**src/ctrl_pkg.sv**
```systemverilog
package ctrl_pkg;

	//////////////////////////////////////////////////
	// sequencing
	//////////////////////////////////////////////////

	// CYC0 is always the opcode fetch (sync) cycle
	typedef enum logic [2:0] {CYC0, CYC1, CYC2, CYC3} cyc_e;

	//////////////////////////////////////////////////
	// datapath selects, registered in the decoder
	//////////////////////////////////////////////////

	// source driven on the special bus
	typedef enum logic [2:0] {SB_NONE, SB_AC, SB_X, SB_Y, SB_ADD} sb_src_e;

	// register loaded with the ALU result
	typedef enum logic [1:0] {DST_NONE, DST_AC, DST_X, DST_Y} sb_dst_e;

	// ALU A operand
	typedef enum logic [1:0] {A_ZERO, A_SB, A_ADL} alu_a_e;

	// ALU B operand, NDB for subtract and MINUS_ONE for decrement
	typedef enum logic [1:0] {B_ZERO, B_DB, B_NDB, B_MINUS_ONE} alu_b_e;

	// ALU carry in
	typedef enum logic [1:0] {CIN_ZERO, CIN_ONE, CIN_FLAG} alu_cin_e;

	// address bus source
	typedef enum logic [1:0] {AB_PC, AB_ZPG, AB_ABS} ab_src_e;

	// status flag update
	typedef enum logic [1:0] {FL_NONE, FL_NZ, FL_NZCV, FL_IR5_C} flag_op_e;

endpackage

```
**src/isa_pkg.sv**
```systemverilog
package isa_pkg;

	//////////////////////////////////////////////////
	// widths and fixed addresses
	//////////////////////////////////////////////////

	localparam int data_w = 8;	// data byte
	localparam int addr_w = 16;	// address bus

	localparam logic [addr_w-1:0] reset_pc = 16'h0200;	// first opcode fetch after reset

	// status byte bit positions, other bits read as zero
	localparam int flag_n = 7;	// negative
	localparam int flag_v = 6;	// signed overflow
	localparam int flag_z = 1;	// zero result
	localparam int flag_c = 0;	// carry / not borrow

	//////////////////////////////////////////////////
	// opcodes, standard encodings
	//////////////////////////////////////////////////

	typedef enum logic [data_w-1:0] {
		ADC_IMM = 8'h69,	// A + #imm + C
		SBC_IMM = 8'he9,	// A + ~#imm + C
		ADC_ZPG = 8'h65,	// A + [00,zp] + C
		ADC_ABS = 8'h6d,	// A + [hi,lo] + C
		SEC     = 8'h38,	// C = 1
		CLC     = 8'h18,	// C = 0
		INX     = 8'he8,
		INY     = 8'hc8,
		DEX     = 8'hca,
		DEY     = 8'h88,
		TAX     = 8'haa,
		TXA     = 8'h8a,
		TAY     = 8'ha8,
		TYA     = 8'h98
	} opcode_e;

endpackage
```
**src/cpu_core.sv**
```systemverilog
module cpu_core
	import isa_pkg::*;
	import ctrl_pkg::*;
(
	input  logic              clk_ph2,
	input  logic              rst,
	input  logic [data_w-1:0] din,	// read data, one cycle after addr
	output logic [addr_w-1:0] addr,
	output logic              sync,	// opcode fetch cycle
	output logic [data_w-1:0] a,
	output logic [data_w-1:0] x,
	output logic [data_w-1:0] y,
	output logic [data_w-1:0] p
);

	logic              pc_inc, lat_addr_lo;
	logic [addr_w-1:0] pc;
	sb_src_e           sb_src;
	sb_dst_e           sb_dst;
	alu_a_e            alu_a;
	alu_b_e            alu_b;
	alu_cin_e          alu_cin;
	ab_src_e           ab_src;
	flag_op_e          flag_op;

	//////////////////////////////////////////////////
	// control
	//////////////////////////////////////////////////

	instr_decoder u_instr_decoder (
		.clk_ph2     (clk_ph2),
		.rst         (rst),
		.din         (din),
		.sync        (sync),
		.pc_inc      (pc_inc),
		.lat_addr_lo (lat_addr_lo),
		.sb_src      (sb_src),
		.sb_dst      (sb_dst),
		.alu_a       (alu_a),
		.alu_b       (alu_b),
		.alu_cin     (alu_cin),
		.ab_src      (ab_src),
		.flag_op     (flag_op)
	);

	program_counter u_program_counter (
		.clk_ph2 (clk_ph2),
		.rst     (rst),
		.pc_inc  (pc_inc),
		.pc      (pc)
	);

	//////////////////////////////////////////////////
	// datapath
	//////////////////////////////////////////////////

	cpu_datapath u_cpu_datapath (
		.clk_ph2     (clk_ph2),
		.rst         (rst),
		.din         (din),
		.pc          (pc),
		.sb_src      (sb_src),
		.sb_dst      (sb_dst),
		.alu_a       (alu_a),
		.alu_b       (alu_b),
		.alu_cin     (alu_cin),
		.ab_src      (ab_src),
		.flag_op     (flag_op),
		.lat_addr_lo (lat_addr_lo),
		.addr        (addr),
		.a           (a),
		.x           (x),
		.y           (y),
		.p           (p)
	);

endmodule

```
**src/cpu_datapath.sv**
```systemverilog
module cpu_datapath
	import isa_pkg::*;
	import ctrl_pkg::*;
(
	input  logic              clk_ph2,
	input  logic              rst,
	input  logic [data_w-1:0] din,
	input  logic [addr_w-1:0] pc,
	input  sb_src_e           sb_src,
	input  sb_dst_e           sb_dst,
	input  alu_a_e            alu_a,
	input  alu_b_e            alu_b,
	input  alu_cin_e          alu_cin,
	input  ab_src_e           ab_src,
	input  flag_op_e          flag_op,
	input  logic              lat_addr_lo,
	output logic [addr_w-1:0] addr,
	output logic [data_w-1:0] a,
	output logic [data_w-1:0] x,
	output logic [data_w-1:0] y,
	output logic [data_w-1:0] p	// status byte
);

	logic [data_w-1:0] sb, db;	// internal buses
	logic [data_w-1:0] adl, adh;	// address low / high buses
	logic [data_w-1:0] dl;	// data latch, last byte read
	logic [data_w-1:0] add_hold;	// adder hold, absolute low byte
	logic [data_w-1:0] sum;
	logic              carry, ovf;
	logic              n_f, v_f, z_f, c_f;

	//////////////////////////////////////////////////
	// buses
	//////////////////////////////////////////////////

	assign db = din;	// memory byte straight onto the data bus

	always_comb begin
		case (sb_src)
			SB_AC:   sb = a;
			SB_X:    sb = x;
			SB_Y:    sb = y;
			SB_ADD:  sb = add_hold;
			default: sb = '0;
		endcase
		case (ab_src)
			AB_ZPG: begin	// {00, operand} while the operand is on din
				adh = '0;
				adl = din;
			end
			AB_ABS: begin	// high byte on din, low byte held from last cycle
				adh = din;
				adl = add_hold;
			end
			default: begin
				adh = pc[addr_w-1:data_w];
				adl = pc[data_w-1:0];
			end
		endcase
	end

	assign addr = {adh, adl};

	alu u_alu (
		.sb      (sb),
		.db      (db),
		.adl     (adl),
		.c_flag  (c_f),
		.alu_a   (alu_a),
		.alu_b   (alu_b),
		.alu_cin (alu_cin),
		.sum     (sum),
		.carry   (carry),
		.ovf     (ovf)
	);

	//////////////////////////////////////////////////
	// latches and registers
	//////////////////////////////////////////////////

	always_ff @(posedge clk_ph2) begin
		dl <= din;	// holds the opcode during the execute cycle
		if (lat_addr_lo)
			add_hold <= sum;
	end

	always_ff @(posedge clk_ph2) begin
		if (!rst) begin
			a   <= '0;
			x   <= '0;
			y   <= '0;
			n_f <= 1'b0;
			v_f <= 1'b0;
			z_f <= 1'b0;
			c_f <= 1'b0;
		end else begin
			case (sb_dst)	// ALU result back to a register
				DST_AC:  a <= sum;
				DST_X:   x <= sum;
				DST_Y:   y <= sum;
				default: ;
			endcase
			case (flag_op)
				FL_NZ, FL_NZCV: begin
					n_f <= sum[data_w-1];
					z_f <= (sum == '0);
					if (flag_op == FL_NZCV) begin
						c_f <= carry;
						v_f <= ovf;
					end
				end
				FL_IR5_C: c_f <= dl[5];	// SEC 38 has bit 5 set, CLC 18 clear
				default:  ;
			endcase
		end
	end

	always_comb begin
		p         = '0;
		p[flag_n] = n_f;
		p[flag_v] = v_f;
		p[flag_z] = z_f;
		p[flag_c] = c_f;
	end

	// held low byte is consumed by the absolute data cycle that follows
	a_abs_lo: assert property (@(posedge clk_ph2) disable iff (!rst)
		lat_addr_lo |=> (ab_src == AB_ABS));

endmodule

```
**src/program_counter.sv**
```systemverilog
module program_counter
	import isa_pkg::*;
(
	input  logic              clk_ph2,
	input  logic              rst,
	input  logic              pc_inc,	// step to the next byte
	output logic [addr_w-1:0] pc
);

	//////////////////////////////////////////////////
	// counter
	//////////////////////////////////////////////////

	always_ff @(posedge clk_ph2) begin
		if (!rst)
			pc <= reset_pc;	// first opcode address
		else if (pc_inc)
			pc <= pc + 1'b1;	// wraps at 64K
	end

	// pc only moves on an increment request
	a_pc_hold: assert property (@(posedge clk_ph2) disable iff (!rst)
		!pc_inc |=> $stable(pc));

endmodule

```
**src/instr_decoder.sv**
```systemverilog
module instr_decoder
	import isa_pkg::*;
	import ctrl_pkg::*;
(
	input  logic              clk_ph2,
	input  logic              rst,
	input  logic [data_w-1:0] din,	// memory read data
	output logic              sync,	// opcode fetch on addr this cycle
	output logic              pc_inc,
	output logic              lat_addr_lo,	// hold ALU sum as absolute low byte
	output sb_src_e           sb_src,
	output sb_dst_e           sb_dst,
	output alu_a_e            alu_a,
	output alu_b_e            alu_b,
	output alu_cin_e          alu_cin,
	output ab_src_e           ab_src,
	output flag_op_e          flag_op
);

	cyc_e              cyc, cyc_nxt;	// cycle of the current instruction
	logic [data_w-1:0] ir;	// opcode register, loaded in CYC1
	logic [data_w-1:0] cur_op;
	opcode_e           op;
	logic              multi;	// opcode has an operand byte
	logic              fin;	// last cycle, next one fetches an opcode
	logic              pc_inc_r;

	// next-cycle selects
	logic     nxt_sync, nxt_inc, nxt_lat;
	sb_src_e  nxt_sb_src;
	sb_dst_e  nxt_sb_dst;
	alu_a_e   nxt_alu_a;
	alu_b_e   nxt_alu_b;
	alu_cin_e nxt_alu_cin;
	ab_src_e  nxt_ab_src;
	flag_op_e nxt_flag_op;

	assign cur_op = (cyc == CYC1) ? din : ir;	// opcode is still on din in CYC1
	assign op     = opcode_e'(cur_op);
	assign multi  = op inside {ADC_IMM, SBC_IMM, ADC_ZPG, ADC_ABS};

	// one-byte opcodes read a dummy byte in CYC1 and leave the PC alone
	assign pc_inc = pc_inc_r & ~((cyc == CYC1) & ~multi);

	//////////////////////////////////////////////////
	// cycle table
	//////////////////////////////////////////////////

	always_comb begin
		nxt_sync    = 1'b0;	// everything idle unless a cycle asks for it
		nxt_inc     = 1'b0;
		nxt_lat     = 1'b0;
		nxt_sb_src  = SB_NONE;
		nxt_sb_dst  = DST_NONE;
		nxt_alu_a   = A_ZERO;
		nxt_alu_b   = B_ZERO;
		nxt_alu_cin = CIN_ZERO;
		nxt_ab_src  = AB_PC;
		nxt_flag_op = FL_NONE;
		cyc_nxt     = CYC0;
		fin         = 1'b0;
		case (cyc)
			CYC0: begin	// next: operand or dummy byte at PC
				nxt_inc = 1'b1;
				cyc_nxt = CYC1;
			end
			CYC1: begin
				case (op)
					ADC_ZPG: begin	// next: read data at {00, operand}
						nxt_ab_src = AB_ZPG;
						cyc_nxt    = CYC2;
					end
					ADC_ABS: begin	// next: fetch high byte, low byte through ALU into hold
						nxt_inc   = 1'b1;
						nxt_lat   = 1'b1;
						nxt_alu_b = B_DB;
						cyc_nxt   = CYC2;
					end
					default: fin = 1'b1;	// implied, immediate, unknown
				endcase
			end
			CYC2: begin
				if (op == ADC_ABS) begin	// next: read data at {high, low}
					nxt_ab_src = AB_ABS;
					cyc_nxt    = CYC3;
				end else begin
					fin = 1'b1;
				end
			end
			default: fin = 1'b1;	// CYC3, also the boot path out of reset
		endcase

		// last cycle: fetch next opcode and execute in the same cycle
		if (fin) begin
			nxt_sync = 1'b1;
			nxt_inc  = 1'b1;
			cyc_nxt  = CYC0;
			case (op)
				ADC_IMM, ADC_ZPG, ADC_ABS, SBC_IMM: begin	// A + M + C
					nxt_sb_src  = SB_AC;
					nxt_alu_a   = A_SB;
					nxt_alu_b   = (op == SBC_IMM) ? B_NDB : B_DB;
					nxt_alu_cin = CIN_FLAG;
					nxt_sb_dst  = DST_AC;
					nxt_flag_op = FL_NZCV;
				end
				SEC, CLC: nxt_flag_op = FL_IR5_C;	// bit 5 of the opcode
				INX, DEX, INY, DEY: begin
					nxt_sb_src  = (op == INX || op == DEX) ? SB_X : SB_Y;
					nxt_sb_dst  = (op == INX || op == DEX) ? DST_X : DST_Y;
					nxt_alu_a   = A_SB;
					nxt_alu_b   = (op == DEX || op == DEY) ? B_MINUS_ONE : B_ZERO;
					nxt_alu_cin = (op == INX || op == INY) ? CIN_ONE : CIN_ZERO;
					nxt_flag_op = FL_NZ;
				end
				TAX, TAY, TXA, TYA: begin	// pass source + 0 through the ALU
					nxt_sb_src  = (op == TXA) ? SB_X : (op == TYA) ? SB_Y : SB_AC;
					nxt_sb_dst  = (op == TAX) ? DST_X : (op == TAY) ? DST_Y : DST_AC;
					nxt_alu_a   = A_SB;
					nxt_flag_op = FL_NZ;
				end
				default: ;	// unknown opcode, two-cycle no-op
			endcase
		end
	end

	//////////////////////////////////////////////////
	// state and select registers
	//////////////////////////////////////////////////

	always_ff @(posedge clk_ph2) begin
		if (!rst) begin
			cyc         <= CYC3;	// with a cleared ir this drops into the first fetch
			ir          <= '0;
			sync        <= 1'b0;
			pc_inc_r    <= 1'b0;
			lat_addr_lo <= 1'b0;
			sb_src      <= SB_NONE;
			sb_dst      <= DST_NONE;
			alu_a       <= A_ZERO;
			alu_b       <= B_ZERO;
			alu_cin     <= CIN_ZERO;
			ab_src      <= AB_PC;
			flag_op     <= FL_NONE;
		end else begin
			cyc <= cyc_nxt;
			if (cyc == CYC1)
				ir <= din;	// opcode arrives the cycle after sync
			sync        <= nxt_sync;
			pc_inc_r    <= nxt_inc;
			lat_addr_lo <= nxt_lat;
			sb_src      <= nxt_sb_src;
			sb_dst      <= nxt_sb_dst;
			alu_a       <= nxt_alu_a;
			alu_b       <= nxt_alu_b;
			alu_cin     <= nxt_alu_cin;
			ab_src      <= nxt_ab_src;
			flag_op     <= nxt_flag_op;
		end
	end

	// one-byte opcodes end after CYC1
	a_short_op: assert property (@(posedge clk_ph2) disable iff (!rst)
		(cyc == CYC1 && !multi) |=> (cyc == CYC0));

	// no instruction runs past CYC3
	a_max_cyc: assert property (@(posedge clk_ph2) disable iff (!rst)
		(cyc == CYC3) |=> (cyc == CYC0));

endmodule

```
**src/alu.sv**
```systemverilog
module alu
	import isa_pkg::*;
	import ctrl_pkg::*;
(
	input  logic [data_w-1:0] sb,	// special bus
	input  logic [data_w-1:0] db,	// data bus
	input  logic [data_w-1:0] adl,	// address low bus
	input  logic              c_flag,	// status carry
	input  alu_a_e            alu_a,
	input  alu_b_e            alu_b,
	input  alu_cin_e          alu_cin,
	output logic [data_w-1:0] sum,
	output logic              carry,
	output logic              ovf	// signed overflow
);

	logic [data_w-1:0] op_a, op_b;
	logic              cin;

	always_comb begin
		case (alu_a)
			A_SB:    op_a = sb;
			A_ADL:   op_a = adl;
			default: op_a = '0;
		endcase
		case (alu_b)
			B_DB:        op_b = db;
			B_NDB:       op_b = ~db;	// subtract as add of inverse
			B_MINUS_ONE: op_b = '1;	// all ones for decrement
			default:     op_b = '0;
		endcase
		case (alu_cin)
			CIN_ONE:  cin = 1'b1;
			CIN_FLAG: cin = c_flag;
			default:  cin = 1'b0;
		endcase
	end

	assign {carry, sum} = op_a + op_b + cin;	// 9-bit binary add
	// operands agree in sign, result does not
	assign ovf = (op_a[data_w-1] == op_b[data_w-1]) && (sum[data_w-1] != op_a[data_w-1]);

endmodule

```
**config.mk**
```make
export PLATFORM = sky130hd
export DESIGN_NAME = cpu_core
export DESIGN_NICKNAME = d
export VERILOG_FILES = /design/src/ctrl_pkg.sv /design/src/isa_pkg.sv /design/src/cpu_core.sv /design/src/cpu_datapath.sv /design/src/program_counter.sv /design/src/instr_decoder.sv /design/src/alu.sv
export SDC_FILE = /design/constraint.sdc
export NUM_CORES = 1
export LEC_CHECK = 0
export ABC_AREA = 1
export BUFFER_PORTS_ARGS = -buffer_cell sky130_fd_sc_hd__buf_2
export CAP_MARGIN = 40
export CORE_MARGIN = 4
export CORE_UTILIZATION = 30
export DETAILED_ROUTE_END_ITERATION = 12
export GPL_ROUTABILITY_DRIVEN = 0
export MAX_ROUTING_LAYER = met4
export PLACE_DENSITY_LB_ADDON = 0.25
export SLEW_MARGIN = 20
export SYNTH_ARGS = -nofsm -noshare
export SYNTH_HDL_FRONTEND = slang
export SYNTH_SLANG_ARGS = --single-unit
```
**constraint.sdc**
```tcl
create_clock -name clk_ph2 -period 4.2 [get_ports clk_ph2]
set_input_delay 0.63 -clock clk_ph2 [delete_from_list [all_inputs] [get_ports clk_ph2]]
set_output_delay 0.63 -clock clk_ph2 [all_outputs]
set_load 0.02 [all_outputs]
```
# Word level (Yosys, flattened, before mapping)
# Index checks and enable logic that the tools add are counted.
# Widths: inputs -> output; s select.
[word_totals]
ff_bits = 87
inputBits = 10
[classes]
add_sub_neg = 3
n_eq_ne = 38
n_mux = 41
bitwise = 6
reduce_logical = 21
[ops]
columns = ["operator", "n"]
rows = [
  ["$eq 8x8->1 const B", 9],
  ["$pmux 8 s2", 3],
  ["$pmux 8 s4", 1],
  ["$eq 8x7->1 const B", 3],
  ["$pmux 8 s3", 1],
  ["$mux 2", 11],
  ["$eq 2x2->1 const B", 9],
  ["$pmux 2 s3", 3],
  ["$add 16x1->16 const B", 1],
  ["$eq 2x1->1 const B", 6],
  ["$mux 1", 12],
  ["$pmux 2 s2", 3],
  ["$reduce_or 12->1", 1],
  ["$reduce_or 4->1", 3],
  ["$add 8x8->9", 1],
  ["$add 9x1->9", 1],
  ["$eq 3x2->1 const B", 3],
  ["$pmux 3 s3", 1],
  ["$eq 8x5->1 const B", 1],
  ["$eq 8x6->1 const B", 1],
  ["$logic_not 8->1", 1],
  ["$mux 8", 1],
  ["$not 8->8", 1],
  ["$reduce_and 2->1", 4],
  ["other kinds (17)", 28],
]

# Longest topological paths before layout
# Gate-level depths: netlist (run 1).
[depth]
ltp_word = 8
mapped_depth = 17

# Hierarchy
# Synthesis (run 1) repeated with hierarchy kept, for this count alone.
[hier_totals]
hier_cells = 681
hier_area_um2 = 4890.9
[by_module_without_submodules]
columns = ["module", "n_inst", "cells_each", "area_per_inst_um2"]
rows = [
  ["cpu_datapath", 1, 270, 1975.6],
  ["instr_decoder", 1, 181, 1458.9],
  ["program_counter", 1, 117, 802.0],
  ["alu", 1, 113, 654.4],
]

# Least setup slack after synthesis (run 1)
# Ideal clock, no wire load.
[synth_timing]
path_type = "input -> register"
start = "input din[0]"
end = "register u_cpu_datapath.z_f"
setup_ns = 0.070
t_arrival_ns = 2.309
required_ns = 4.130
setup_slack_ns = 1.821
cell_stages = 11
path_cell_list = "nand2_1 o21ai_0 fa_1 fa_1 nor2_1 nand2_1 nor2_1 nand3_1 nor2_1 nand4_1 a21oi_1"
[synth_between]
elab_chain_cells = 5
[synth_rtl]
columns = ["element", "line", "rtl"]
rows = [
  ["start, declared", "cpu_core.sv:7", "input logic [data_w-1:0] din,"],
  ["$pmux 8 s2 / $not 8->8 (equally long branches)", "cpu_datapath.sv:46, alu.sv:28", ""],
  ["$pmux 8 s2 / $pmux 8 s3 (equally long branches)", "alu.sv:21, alu.sv:26", ""],
  ["$add 8x8->9 (*)", "alu.sv:39", "assign {carry, sum} = op_a + op_b + cin;"],
  ["$add 9x1->9 (*)", "alu.sv:39", ""],
  ["net u_cpu_datapath.sum[1]", "cpu_datapath.sv:28", "logic [data_w-1:0] sum;"],
  ["$logic_not 8->1 (*)", "cpu_datapath.sv:106", "z_f <= (sum == '0);"],
  ["end signal, assigned", "cpu_datapath.sv:106", ""],
  ["end, declared", "cpu_datapath.sv:30", "logic n_f, v_f, z_f, c_f;"],
]
# The timed path passes the listed nets; every way through them passes the cells marked *.
# A chain may end at the register's enable or synchronous reset.

# Worst setup path in the final report (run 1)
[layout_timing]
start = "register u_instr_decoder.ab_src[0]"
end = "output addr[11]"
[layout_between]
elab_chain_cells = 2
[layout_rtl]
columns = ["element", "line", "rtl"]
rows = [
  ["start, declared", "instr_decoder.sv:16", "output ab_src_e ab_src,"],
  ["start signal, assigned", "instr_decoder.sv:157", "ab_src <= nxt_ab_src;"],
  ["$eq 2x2->1 / $eq 2x1->1 (equally long branches)", "cpu_datapath.sv:46", "case (ab_src)"],
  ["$pmux 8 s2 (*)", "cpu_datapath.sv:46", ""],
  ["end, declared", "cpu_core.sv:8", "output logic [addr_w-1:0] addr,"],
]
# Mark *: on every way between the ends. The rest lies on a longest branch, timed or not.

==> results.txt, run 1 <==
The post-synthesis compound-gate area fraction is 0.124. The number of antenna violations at the first check in global routing came out at 0. The number of remaining DRC errors is 0.

The number of buffers inserted during clock tree synthesis is 9. The number of I/O port buffers came out at 54. The final instance area came out at approximately 0.0053 sq mm. By area, the combinational part of the netlist is dominated by simple AND/OR/NAND/NOR gates. The floorplan die width came out at roughly 130 um. Global routing finished with a remaining overflow of 0. In this run the power spent charging and discharging nets is ~0.00055 W. The library cell used most frequently in the layout, excluding fill and tap cells, is nand2_1. The count of hold-fix buffers inserted at cts came out at 0. The number of endpoints with negative hold slack in the final report was 0. The count of distinct cell types in the synthesized netlist is 32. The number of cells upsized or downsized after cts came out at 0.

The internal portion of total power is 0.00133 W. Of the total power, the share spent switching nets is 0.291. The critical path capture point type is an output pin. The placed instance count came out at between 800 and 900. The H-tree depth came out at 3. The highest ir drop seen on vdd is between 0.00015 and 0.0002 V. The total leakage power came out at approximately 2.5 nW.

The post-layout net count came out at between 700 and 800. The sequential-to-total area share from yosys stat is 0.359. The part of the cycle the worst path needs is 0.664.

The clock reaches the later pin of the worst-skew pair after between 0.3 and 0.4 ns. Of the post-synthesis cell area, the part taken by muxes is 0. The worst hold slack is between 0.4 and 0.5 ns. The relative contribution of sequential cells to total power is 0.435. After the first detailed-routing iteration, the DRC count stood at roughly 360. The total power came out at ~0.0019 W. Dividing the detail-routed wire length by the instance count gives 14.3 um. The pin count of the biggest net entering global routing is 24. In this run the clock root is driven by a clkbuf_16. STA puts the critical path data arrival time at 2.16 ns. The maximum fanout count along the critical path came out at 17. The tightest min-delay check is of the reg -> reg type. After detailed routing, the number of vias per cell comes to between 4 and 5.

The pin slew with the least headroom to its limit is 0.814 ns. The count of endpoints failing setup in the final report came out at 0. The initialized floorplan defines 45 standard-cell rows. The number of max-cap violations came out at 0. The gate count after technology mapping is between 600 and 700.

The count of fill cells added during filler insertion is approximately 1,600. The required time at the worst-slack endpoint is 3.57 ns. The logic gate share of total power came out at 0.137.

The worst relative slew slack is 0.457. For this configuration, the core starts out at a cell density of 0.306. The detailed placement HPWL came out at 9830 um. The number of global-route vias before repair was 4,074. The share of cells above drive strength 1 is 0.128.

The share of synthesized cell area in and, or, nand and nor gates is 0.307. The mean area per synthesized cell is between 6 and 7 sq um. TritonCTS built the clock tree.

The total number of clock tree sinks is 79. The overall track demand over capacity in global routing came out at 0.157. The total die area came out at around 0.017 sq mm. The synthesis-to-layout area growth came out at 13.7%. The setup slack of the most critical reg-to-reg path is between 1 and 1.5 ns. The post-CTS clock slew at the launch and capture registers of the worst setup and hold paths came out at approximately 0.060 ns.

The routed layout has approximately 4,300 vias. The max-slew violation count is 0. The total setup buffers inserted after CTS is 0. On the final layout, the worst clock skew is between 0.004 and 0.005 ns. The overall die height came out at about 130 um. The cell area that synthesis handed to floorplanning was about 0.0046 sq mm. The minimum clock period came out at ~2.8 ns. Timing would allow up to around 360 MHz. The critical path is of the reg -> out type. In this run, synthesis produced a sequential element count of slightly below 80.

Once detail routing completed, the nets flagged for antenna violations numbered 0. In the final layout, flip-flops and latches occupy 0.00166 sq mm. The arithmetic-cell share of the synthesized area counting full adders, half adders and majority gates is 0.0573. The share of total power in the clock network is 0.428.

The flow ran to the end, and the final reports show no timing, DRC or antenna violations. The number of antenna repair diodes is 0. The sum of negative setup slack is 0 ns. Of the total synthesized cell area, the portion taken by XOR and XNOR cells is 0.0265. The overall routed net length is 13,000 um. The Yosys step of the flow raised 0 warnings. The post-placement cell area came out at 0.00496 sq mm. STA classifies the critical path startpoint as a flip-flop. The first global-routing pass estimated roughly 21,000 um of wire. 59 I/O pins were placed. The count of non-filler cells in the finished layout is 908.

The library cells used most frequently in the layout, excluding fill and tap cells, are nand2_1 (156), inv_1 (99), nor2_1 (75), dfxtp_1 (71), buf_2 (54). The largest buffer count on any clock path is 2. The power per cell area came out at roughly 360 mW/mm^2.

Summing all multi-input logic gate instances after layout gives 0.00240 sq mm. Setup repair after global routing left no endpoint under its margin. The total area inside the core boundary comes to around 0.015 sq mm. The number of iterations in the first detailed-routing pass came out at 5.
[path summary, 6_finish.rpt]
path,start,to,cells after the start
max,u_instr_decoder.ab_src[0],addr[11],5
max reg2reg,u_instr_decoder.sb_src[1],u_cpu_datapath.z_f,15
min reg2reg,u_program_counter.pc[3],u_program_counter.pc[3],2
min,u_program_counter.pc[3],u_program_counter.pc[3],2
[cell usage after synthesis]
master	number	share of area
inv_1	99	0.080
edfxtp_1	8	0.052
o211ai_1	12	0.019
fa_1	2	0.0087
buf_6	5	0.012
buf_4	9	0.015
a21o_1	1	0.0016
o21ai_0	38	0.041
nor2_4	1	0.0024
inv_2	1	0.00081
a22oi_1	7	0.011
nand2_1	156	0.13
xor2_1	14	0.026
clkbuf_1	16	0.013
nand4_1	12	0.016
o21a_1	1	0.0016
a21oi_1	44	0.048
inv_4	1	0.0014
nand3_2	1	0.0022
nand2_2	12	0.016
buf_2	2	0.0022
a31oi_1	1	0.0014
nor3_1	11	0.012
dfxtp_1	71	0.31
nor2_1	75	0.061
ha_1	18	0.049
nand2_4	3	0.0073
nand3_1	53	0.057
buf_1	1	0.00081
conb_1	1	0.00081
nand3b_1	1	0.0016
nand4_4	1	0.0046
[state kept, by name, indices dropped and copies added (netlist names), 2 cells and up]
| signal | count |
|---|---|
| u_cpu_datapath.x | 8 |
| u_cpu_datapath.y | 8 |
| u_instr_decoder.alu_cin | 2 |
| u_instr_decoder.sb_src | 2 |
| u_cpu_datapath.a | 8 |
| u_instr_decoder.sb_dst | 2 |
| u_instr_decoder.cyc | 2 |
| u_cpu_datapath.add_hold | 8 |
| u_instr_decoder.ab_src | 2 |
| u_instr_decoder.flag_op | 2 |
| u_instr_decoder.ir | 8 |
| u_instr_decoder.alu_b | 2 |
| u_program_counter.pc | 16 |
[metrics by stage]
stage	setup slack (ns)	utilization
after floorplan	1.82	-
final	1.41	0.347
after detailed placement	1.43	0.328
after global placement	1.48	0.327
after CTS	1.41	0.347
after global routing	1.14	0.347
[kinds of logic after synthesis]
logic type      Yosys count
compound gates          104
xor+xnor                 14
fa+ha+maj                20
buf+inv                 134
flops                    79
other cells               1
simple gates            326
[per-layer routing]
metal,routed length (um),share of wire,global-route usage,vias up
li1,-,-,-,2238
met1,6350,0.49,0.210,1910
met2,5820,0.45,0.238,89
met3,593,0.046,0.0271,15
met4,206,0.016,0.0583,0
met5,0,0,-,-
[power groups by stage]
stage,sequential [W],clock (W),combinational [W]
finish,0.000817,0.000804,0.000258
global route,0.000821,0.000850,0.000288
CTS,0.000817,0.000822,0.000259
detailed placement,0.000833,0,0.000258
global placement,0.000834,0,0.000258
floorplan,0.000826,0,0.000212
[cell type report]
| type | instances | area share |
|---|---|---|
| sequential | 79 | 0.316 |
| tap | 188 | 0.0447 |
| timing repair buffer | 56 | 0.0542 |
| clock inverter | 6 | 0.0114 |
| inverter | 101 | 0.0725 |
| clock buffer | 10 | 0.0454 |
| multi-input combinational | 468 | 0.456 |
[worst max-delay path, stage by stage (launching register included)]
cell	delay, ns
dfxtp_1	0.33
inv_1	0.04
ha_1	0.60
inv_1	0.38
o21ai_0	0.26
buf_2	0.20
(Power assumes the default switching activity.)
==> inputs of run 2 (changes only) <==
==> constraint.sdc (replaced) <==
create_clock -name clk_ph2 -period 2.7 [get_ports clk_ph2]
set_input_delay 0.405 -clock clk_ph2 [delete_from_list [all_inputs] [get_ports clk_ph2]]
set_output_delay 0.405 -clock clk_ph2 [all_outputs]
set_load 0.02 [all_outputs]
==> run 2 against run 1 <==
- global-route usage about the same
- sequential cell count unchanged
- sequential power up 55%
- non-clock buffer count up 11
- clock power up 53%
- critical path depth up 9
- via count up 1.5%
- critical endpoint is now u_cpu_datapath.z_f
==> results.txt, run 2 (synthesized netlist as in run 1, its figures left out) <==
The share of cells above drive strength 1 came out at 0.145 (+0.0174). The worst relative slew slack is 0.514 (+0.0573). The detailed-route vias per instance came out at 4.70 (+0.38%).

The first-pass GRT wire length came out at 21,300 um (about the same). The overall die height was 132 um (unchanged). The flow ran to the end, and the final reports show no timing, DRC or antenna violations.

The number of global-route vias before repair is 4,069 (-0.12%). More flip-flops sit in one register than any other, and that register is u_program_counter.pc. The required time at the worst-slack endpoint came out at 2.97 ns (-0.60 ns). The detailed placement HPWL was 9880 um (+0.57%). The worst hold slack came out at 0.300 ns (-0.179 ns). The number of rows created at floorplan is 45 (unchanged). The maximum fanout count along the critical path came out at 5 (-12).

The max-slew violation count is 0 (unchanged). The largest buffer count on any clock path came out at 2 (unchanged). The highest ir drop seen on vdd is 0.000310 V (+70%). The data arrival at the endpoint of the critical path is 2.73 ns (+0.57 ns). The sum of negative setup slack came out at 0 ns (unchanged). After layout, the minimum clock period comes to about 2.5 ns. The number of antenna repair diodes is 0 (unchanged).

The post-layout net count is 756 (+1.5%). The number of iterations in the first detailed-routing pass is 5 (unchanged). The clock skew is 0.00828 ns (+0.00363 ns).

The number of antenna violations at the first check in global routing came out at 0 (unchanged). The count of fill cells added during filler insertion came out at 1,596 (-2.9%). The clock insertion delay at the later pin of the skew report was 0.34 ns (about the same). The H-tree depth came out at 3 (unchanged). The library cell used most frequently in the layout, excluding fill and tap cells, is nand2_1.

Setup repair after global routing left no endpoint under its margin. The path type of the worst setup path is reg -> reg. The number of remaining DRC errors was 0 (unchanged). The clock root buffer is clkbuf_16. The number of I/O port buffers came out at 54 (unchanged). The number of antenna-violating nets in the routed design was 0 (unchanged). The number of cells on the worst hold path is 1 (-1). The total die area is 0.0175 sq mm (unchanged). STA classifies the critical path startpoint as a flip-flop. The pin slew with the least headroom to its limit is 0.728 ns (-0.0860 ns). The floorplan die width came out at 132 um (unchanged). The pin count of the biggest net entering global routing is 39 (+63%). TritonCTS built the clock tree. The power per cell area is 547 mW/mm^2 (+53%). The core utilization of the finished layout came out at 0.354 (+0.00620). Leaving out fill and tap cells, the most frequent cells in the layout are nand2_1 (154), inv_1 (98), nor2_1 (75), dfxtp_1 (71), buf_2 (54). The min-delay analysis places its worst path in the category in -> reg. The number of buffers inserted during clock tree synthesis came out at 9 (unchanged). Timing would allow up to approximately 400 MHz. The number of DRC markers in iteration 0 is 324 (-8.7%). The total power came out at 0.00293 W (+56%). The number of flip-flops in the largest register came out at 16 (unchanged). The routed wire length per instance is 14.2 um (-0.40%).

The overall routed net length is 13,100 um (+0.70%). The starting utilization of the core area came out at 0.306 (unchanged). The remaining global-route overflow was 0 (unchanged). The synthesis-to-layout area growth is 15.7%.

The post-CTS clock slew at the launch and capture registers of the worst setup and hold paths is 0.06 ns (about the same). The total leakage power came to 2.60 nW (+1.9%). STA classifies the critical path endpoint as a flip-flop.

The count of pins on the block boundary is 59 (unchanged). The overall track demand over capacity in global routing is 0.157 (about the same). The number of endpoints with negative hold slack in the final report is 0 (unchanged). The length in cells of the worst reg-to-reg path is 14 (-1). The floorplan core area is 0.0151 sq mm (unchanged). The number of max-cap violations is 0 (unchanged). The total number of clock tree sinks is 79 (unchanged). The number of vias after detailed routing came out at 4,315 (+1.5%). The count of hold-fix buffers inserted at cts came out at 0 (unchanged). The count of endpoints failing setup in the final report came out at 0 (unchanged). The part of the cycle the worst path needs came out at 0.912.
## run 2: cell count changes in the layout (fill, tap and decap cells not counted), sizes merged
cell | previous run | this run
clkbuf | 10 | 12
buf | 56 | 67
clkinvlp | 2 | 1
clkinv | 3 | 1
## run 2: path summary, 6_finish.rpt
path	startpoint	to	slack (ns)
max	u_instr_decoder.sb_src[0]	u_cpu_datapath.z_f	0.24
min	din[5]	u_cpu_datapath.dl[5]	0.30
max reg2reg	u_instr_decoder.sb_src[0]	u_cpu_datapath.z_f	0.24
min reg2reg	u_program_counter.pc[15]	u_program_counter.pc[15]	0.48
## run 2: worst max-delay path, cell delays in order (launching register included)
cell,delay [ns]
dfxtp_1,0.32
nand2_1,0.09
inv_2,0.07
nand2_1,0.06
nand3_1,0.08
nand2_1,0.06
inv_1,0.08
fa_2,0.42
fa_1,0.43
xor2_1,0.21
nor2_1,0.12
nand3_1,0.08
nor2_1,0.11
nand4_1,0.12
a21oi_2,0.13
## run 2: metal layers
layer,routed length (um),track usage,up-vias
met4,212,0.0600,0
met5,0,-,-
met1,6210,0.203,1963
met2,6090,0.244,95
li1,-,-,2244
met3,562,0.0294,13
## run 2: timing repair
| item | 4_1_cts | 5_1_grt |
|---|---|---|
| resized for setup | 0 | 5 |
| setup endpoints to repair | 0 | 3 |
| hold endpoints to repair | 0 | 0 |
| buffers inserted | 0 | 0 |
## run 2: layout make-up
type / count / area (sq um) / area share
Multi-Input combinational cell: 468 / 2410 / 0.450
Sequential cell: 79 / 1660 / 0.310
Inverter: 101 / 382 / 0.0713
Timing Repair Buffer: 67 / 368 / 0.0687
Clock buffer: 12 / 256 / 0.0479
Tap cell: 188 / 235 / 0.0439
Clock inverter: 3 / 42.5 / 0.00794
## run 2: power by group
part	internal [W]	total [W]	switching [W]	leakage (nW)
Sequential	0.00123	0.00127	0.0000434	0.654
Clock	0.000760	0.00123	0.000470	0.145
Combinational	0.000129	0.000426	0.000298	1.80
## run 2: per-stage QoR
| step | instances | area, sq um | worst slack [ns] |
|---|---|---|---|
| 3_3_place_gp | 903 | 5040 | 0.213 |
| 2_1_floorplan | 681 | 4640 | 0.367 |
| 6_report | 918 | 5360 | 0.238 |
| 5_1_grt | 918 | 5360 | 0.0333 |
| 3_5_place_dp | 903 | 5040 | 0.166 |
| 4_1_cts | 918 | 5340 | 0.152 |
==> inputs of run 3 (changes only) <==
--- a/config.mk
+++ b/config.mk
@@ -8,6 +8,7 @@
 export ABC_AREA = 1
 export BUFFER_PORTS_ARGS = -buffer_cell sky130_fd_sc_hd__buf_2
 export CAP_MARGIN = 40
+export CORE_ASPECT_RATIO = 1.5
 export CORE_MARGIN = 4
 export CORE_UTILIZATION = 30
 export DETAILED_ROUTE_END_ITERATION = 12
==> run 3 against run 2 <==
- via count grew 1.3%
- register-to-register slack lost 0.02 ns
- core utilization shrank 0.076 points
- largest cell class unchanged
==> results.txt, run 3 (synthesized netlist as in run 1, its figures left out) <==
In the layout the commonest cells are nand2_1 (155), inv_1 (99), nor2_1 (73), dfxtp_1 (71), buf_2 (54). The library cell used most frequently in the layout, excluding fill and tap cells, is nand2_1. The worst relative slew slack came out at 0.536 (+0.0226). The number of cells on the worst hold path came out at 1 (unchanged). The area growth from synthesis to layout is 15.4%. The length in cells of the worst reg-to-reg path is 14 (unchanged). The overall track demand over capacity in global routing is 0.160 (+0.00342). The overall routed net length came out at 13,100 um (+0.50%).

The highest ir drop seen on vdd came out at 0.000215 V (-30%). The number of antenna-violating nets in the routed design is 0 (unchanged). The logic gate share of total power is 0.145 (about the same). The worst setup path is captured at a flip-flop.

The detailed-route vias per instance was 4.71 (+0.25%). The number of remaining DRC errors came out at 0 (unchanged). The source of the worst hold timing path is din[5].

The total die area is 0.0175 sq mm (+0.24%). The max-slew violation count came out at 0 (unchanged). The share of total power in the clock network is 0.414 (-0.006).

The CTS tree is built. The flow ran to the end, and the final reports show no timing, DRC or antenna violations. The count of fill cells added during filler insertion came out at 1,708 (+7.0%). The post-layout net count is 754 (-0.26%). The share of cells above drive strength 1 came out at 0.140 (-0.00529).

The final instance area is 0.00534 sq mm (-0.26%). The maximum fanout count along the critical path was 5 (unchanged). The launching element of the worst setup path is u_instr_decoder.sb_src[1]. The clock insertion delay at the later pin of the skew report is 0.34 ns (about the same). The core utilization of the finished layout came out at 0.353 (-0.000763). The overall die height came out at 160 um (+21%). The sum of negative setup slack came out at 0 ns (unchanged). The kind of path behind the tightest hold check is in -> reg. The worst setup path is of the reg -> reg kind.

The number of antenna repair diodes came out at 0 (unchanged). The number of vias after detailed routing is 4,373 (+1.3%). The power dissipated by switching net loads came out at 0.000811 W (about the same). Counting flops per register, the top entry is u_program_counter.pc. The total setup buffers inserted after CTS is 0 (unchanged). Setup repair after global routing left no endpoint under its margin.

The post-CTS clock slew at the launch and capture registers of the worst setup and hold paths is 0.06 ns (about the same). The starting utilization of the core area is 0.306 (about the same). In this run the critical register-to-register path is launched from u_instr_decoder.sb_src[1].

In this run the clock root is driven by a clkbuf_16. The relative contribution of sequential cells to total power came out at 0.441 (+0.007). The number of iterations in the first detailed-routing pass is 6 (+1).

The number of I/O port buffers came to 54 (unchanged). The part of the cycle the worst path needs came to 0.918 (+0.00646). The minimum clock period came out at 2.48 ns (+0.0174 ns).

The routed wire length per instance is 14.2 um (-0.58%). The achievable frequency came out at 403 MHz (-0.70%). The first-pass GRT wire length came to 21,400 um (+0.45%). The total number of clock tree sinks came out at 79 (unchanged).

The pin slew with the least headroom to its limit is 0.694 ns (-0.0338 ns). The total leakage power came out at 2.58 nW (-0.55%). The number of antenna violations at the first check in global routing came out at 0 (unchanged).

The detailed placement HPWL is 10,100 um (+2.2%). The number of rows created at floorplan is 55 (+22%). The number of DRC markers in iteration 0 is 169 (-48%). The clock skew came to 0.00978 ns (+0.00150 ns). The worst setup path is launched from a flip-flop.

The required time at the worst-slack endpoint was 2.97 ns (about the same). The largest buffer count on any clock path was 2 (unchanged). The pin count of the biggest net entering global routing is 39 (unchanged). The floorplan core area was 0.0151 sq mm (about the same).

The internal portion of total power is 0.00207 W (-2.1%). The number of buffers inserted during clock tree synthesis came out at 9 (unchanged). The net switching fraction of the power came out at 0.282 (+0.00429).

The number of max-cap violations came out at 0 (unchanged). The data arrival at the endpoint of the critical path is 2.75 ns (+0.02 ns). The number of endpoints with negative hold slack in the final report came out at 0 (unchanged). The count of endpoints failing setup in the final report is 0 (unchanged). The floorplan die width is 109 um (-17%). The post-placement cell area came out at 0.00504 sq mm (about the same). The number of global-route vias before repair came out at 4,254 (+4.5%). The remaining global-route overflow is 0 (unchanged). The power per cell area is 540 mW/mm^2 (-1.3%). The number of flip-flops in the largest register was 16 (unchanged). The H-tree depth is 3 (unchanged). The count of pins on the block boundary is 59 (unchanged).
## run 3: layer usage
metal	wire length [um]	up-vias	GRT usage
li1	-	2246	-
met1	5610	1980	0.190
met4	315	0	0.0584
met3	552	21	0.0226
met5	0	-	-
met2	6660	126	0.272
## run 3: worst paths after layout
kind | endpoint | slack (ns)
worst max-delay path | u_cpu_datapath.z_f | 0.22
worst min register to register | u_cpu_datapath.v_f | 0.46
worst min-delay path | u_cpu_datapath.dl[5] | 0.31
worst max register to register | u_cpu_datapath.z_f | 0.22
## run 3: area by class of cell
| class | instances | area (sq um) | area share |
|---|---|---|---|
| multi-input cells | 468 | 2410 | 0.452 |
| inverters | 101 | 382 | 0.0714 |
| well taps | 199 | 249 | 0.0466 |
| clock inverters | 3 | 43.8 | 0.00820 |
| flip-flops and latches | 79 | 1660 | 0.311 |
| clock buffers | 13 | 240 | 0.0450 |
| repair buffers | 65 | 353 | 0.0661 |
## run 3: metrics by stage
step | power [W] | hold WS [ns] | std cells | setup WS [ns]
global placement | 0.00172 | 0.458 | 912 | 0.192
CTS | 0.00292 | 0.312 | 928 | 0.163
global route | 0.00302 | 0.303 | 928 | 0.0452
floorplan | 0.00161 | 0.433 | 681 | 0.367
finish | 0.00288 | 0.308 | 928 | 0.221
detailed placement | 0.00172 | 0.457 | 912 | 0.144
## run 3: worst max-delay path, stage by stage (launching register included)
cell and delay [ns]:
dfxtp_1 0.33, nand2_1 0.09, inv_1 0.09, nand2_1 0.07
nand3_1 0.07, nand2_1 0.06, inv_1 0.06, fa_2 0.41
fa_1 0.43, xor2_1 0.21, nor2_1 0.11, nand3_1 0.08
nor2_1 0.17, nand4_1 0.11, a21oi_1 0.13
## run 3: power groups by stage
stage | sequential (W) | clock [W] | combinational, W
6_report | 0.00127 | 0.00119 | 0.000418
3_5_place_dp | 0.00130 | 0 | 0.000421
5_1_grt | 0.00128 | 0.00127 | 0.000471
4_1_cts | 0.00127 | 0.00122 | 0.000423
3_3_place_gp | 0.00130 | 0 | 0.000419
2_1_floorplan | 0.00129 | 0 | 0.000329
## run 3: repair_timing
action,in CTS,in global routing
resized for setup,0,5
hold buffers,0,0
setup endpoints to repair,0,3
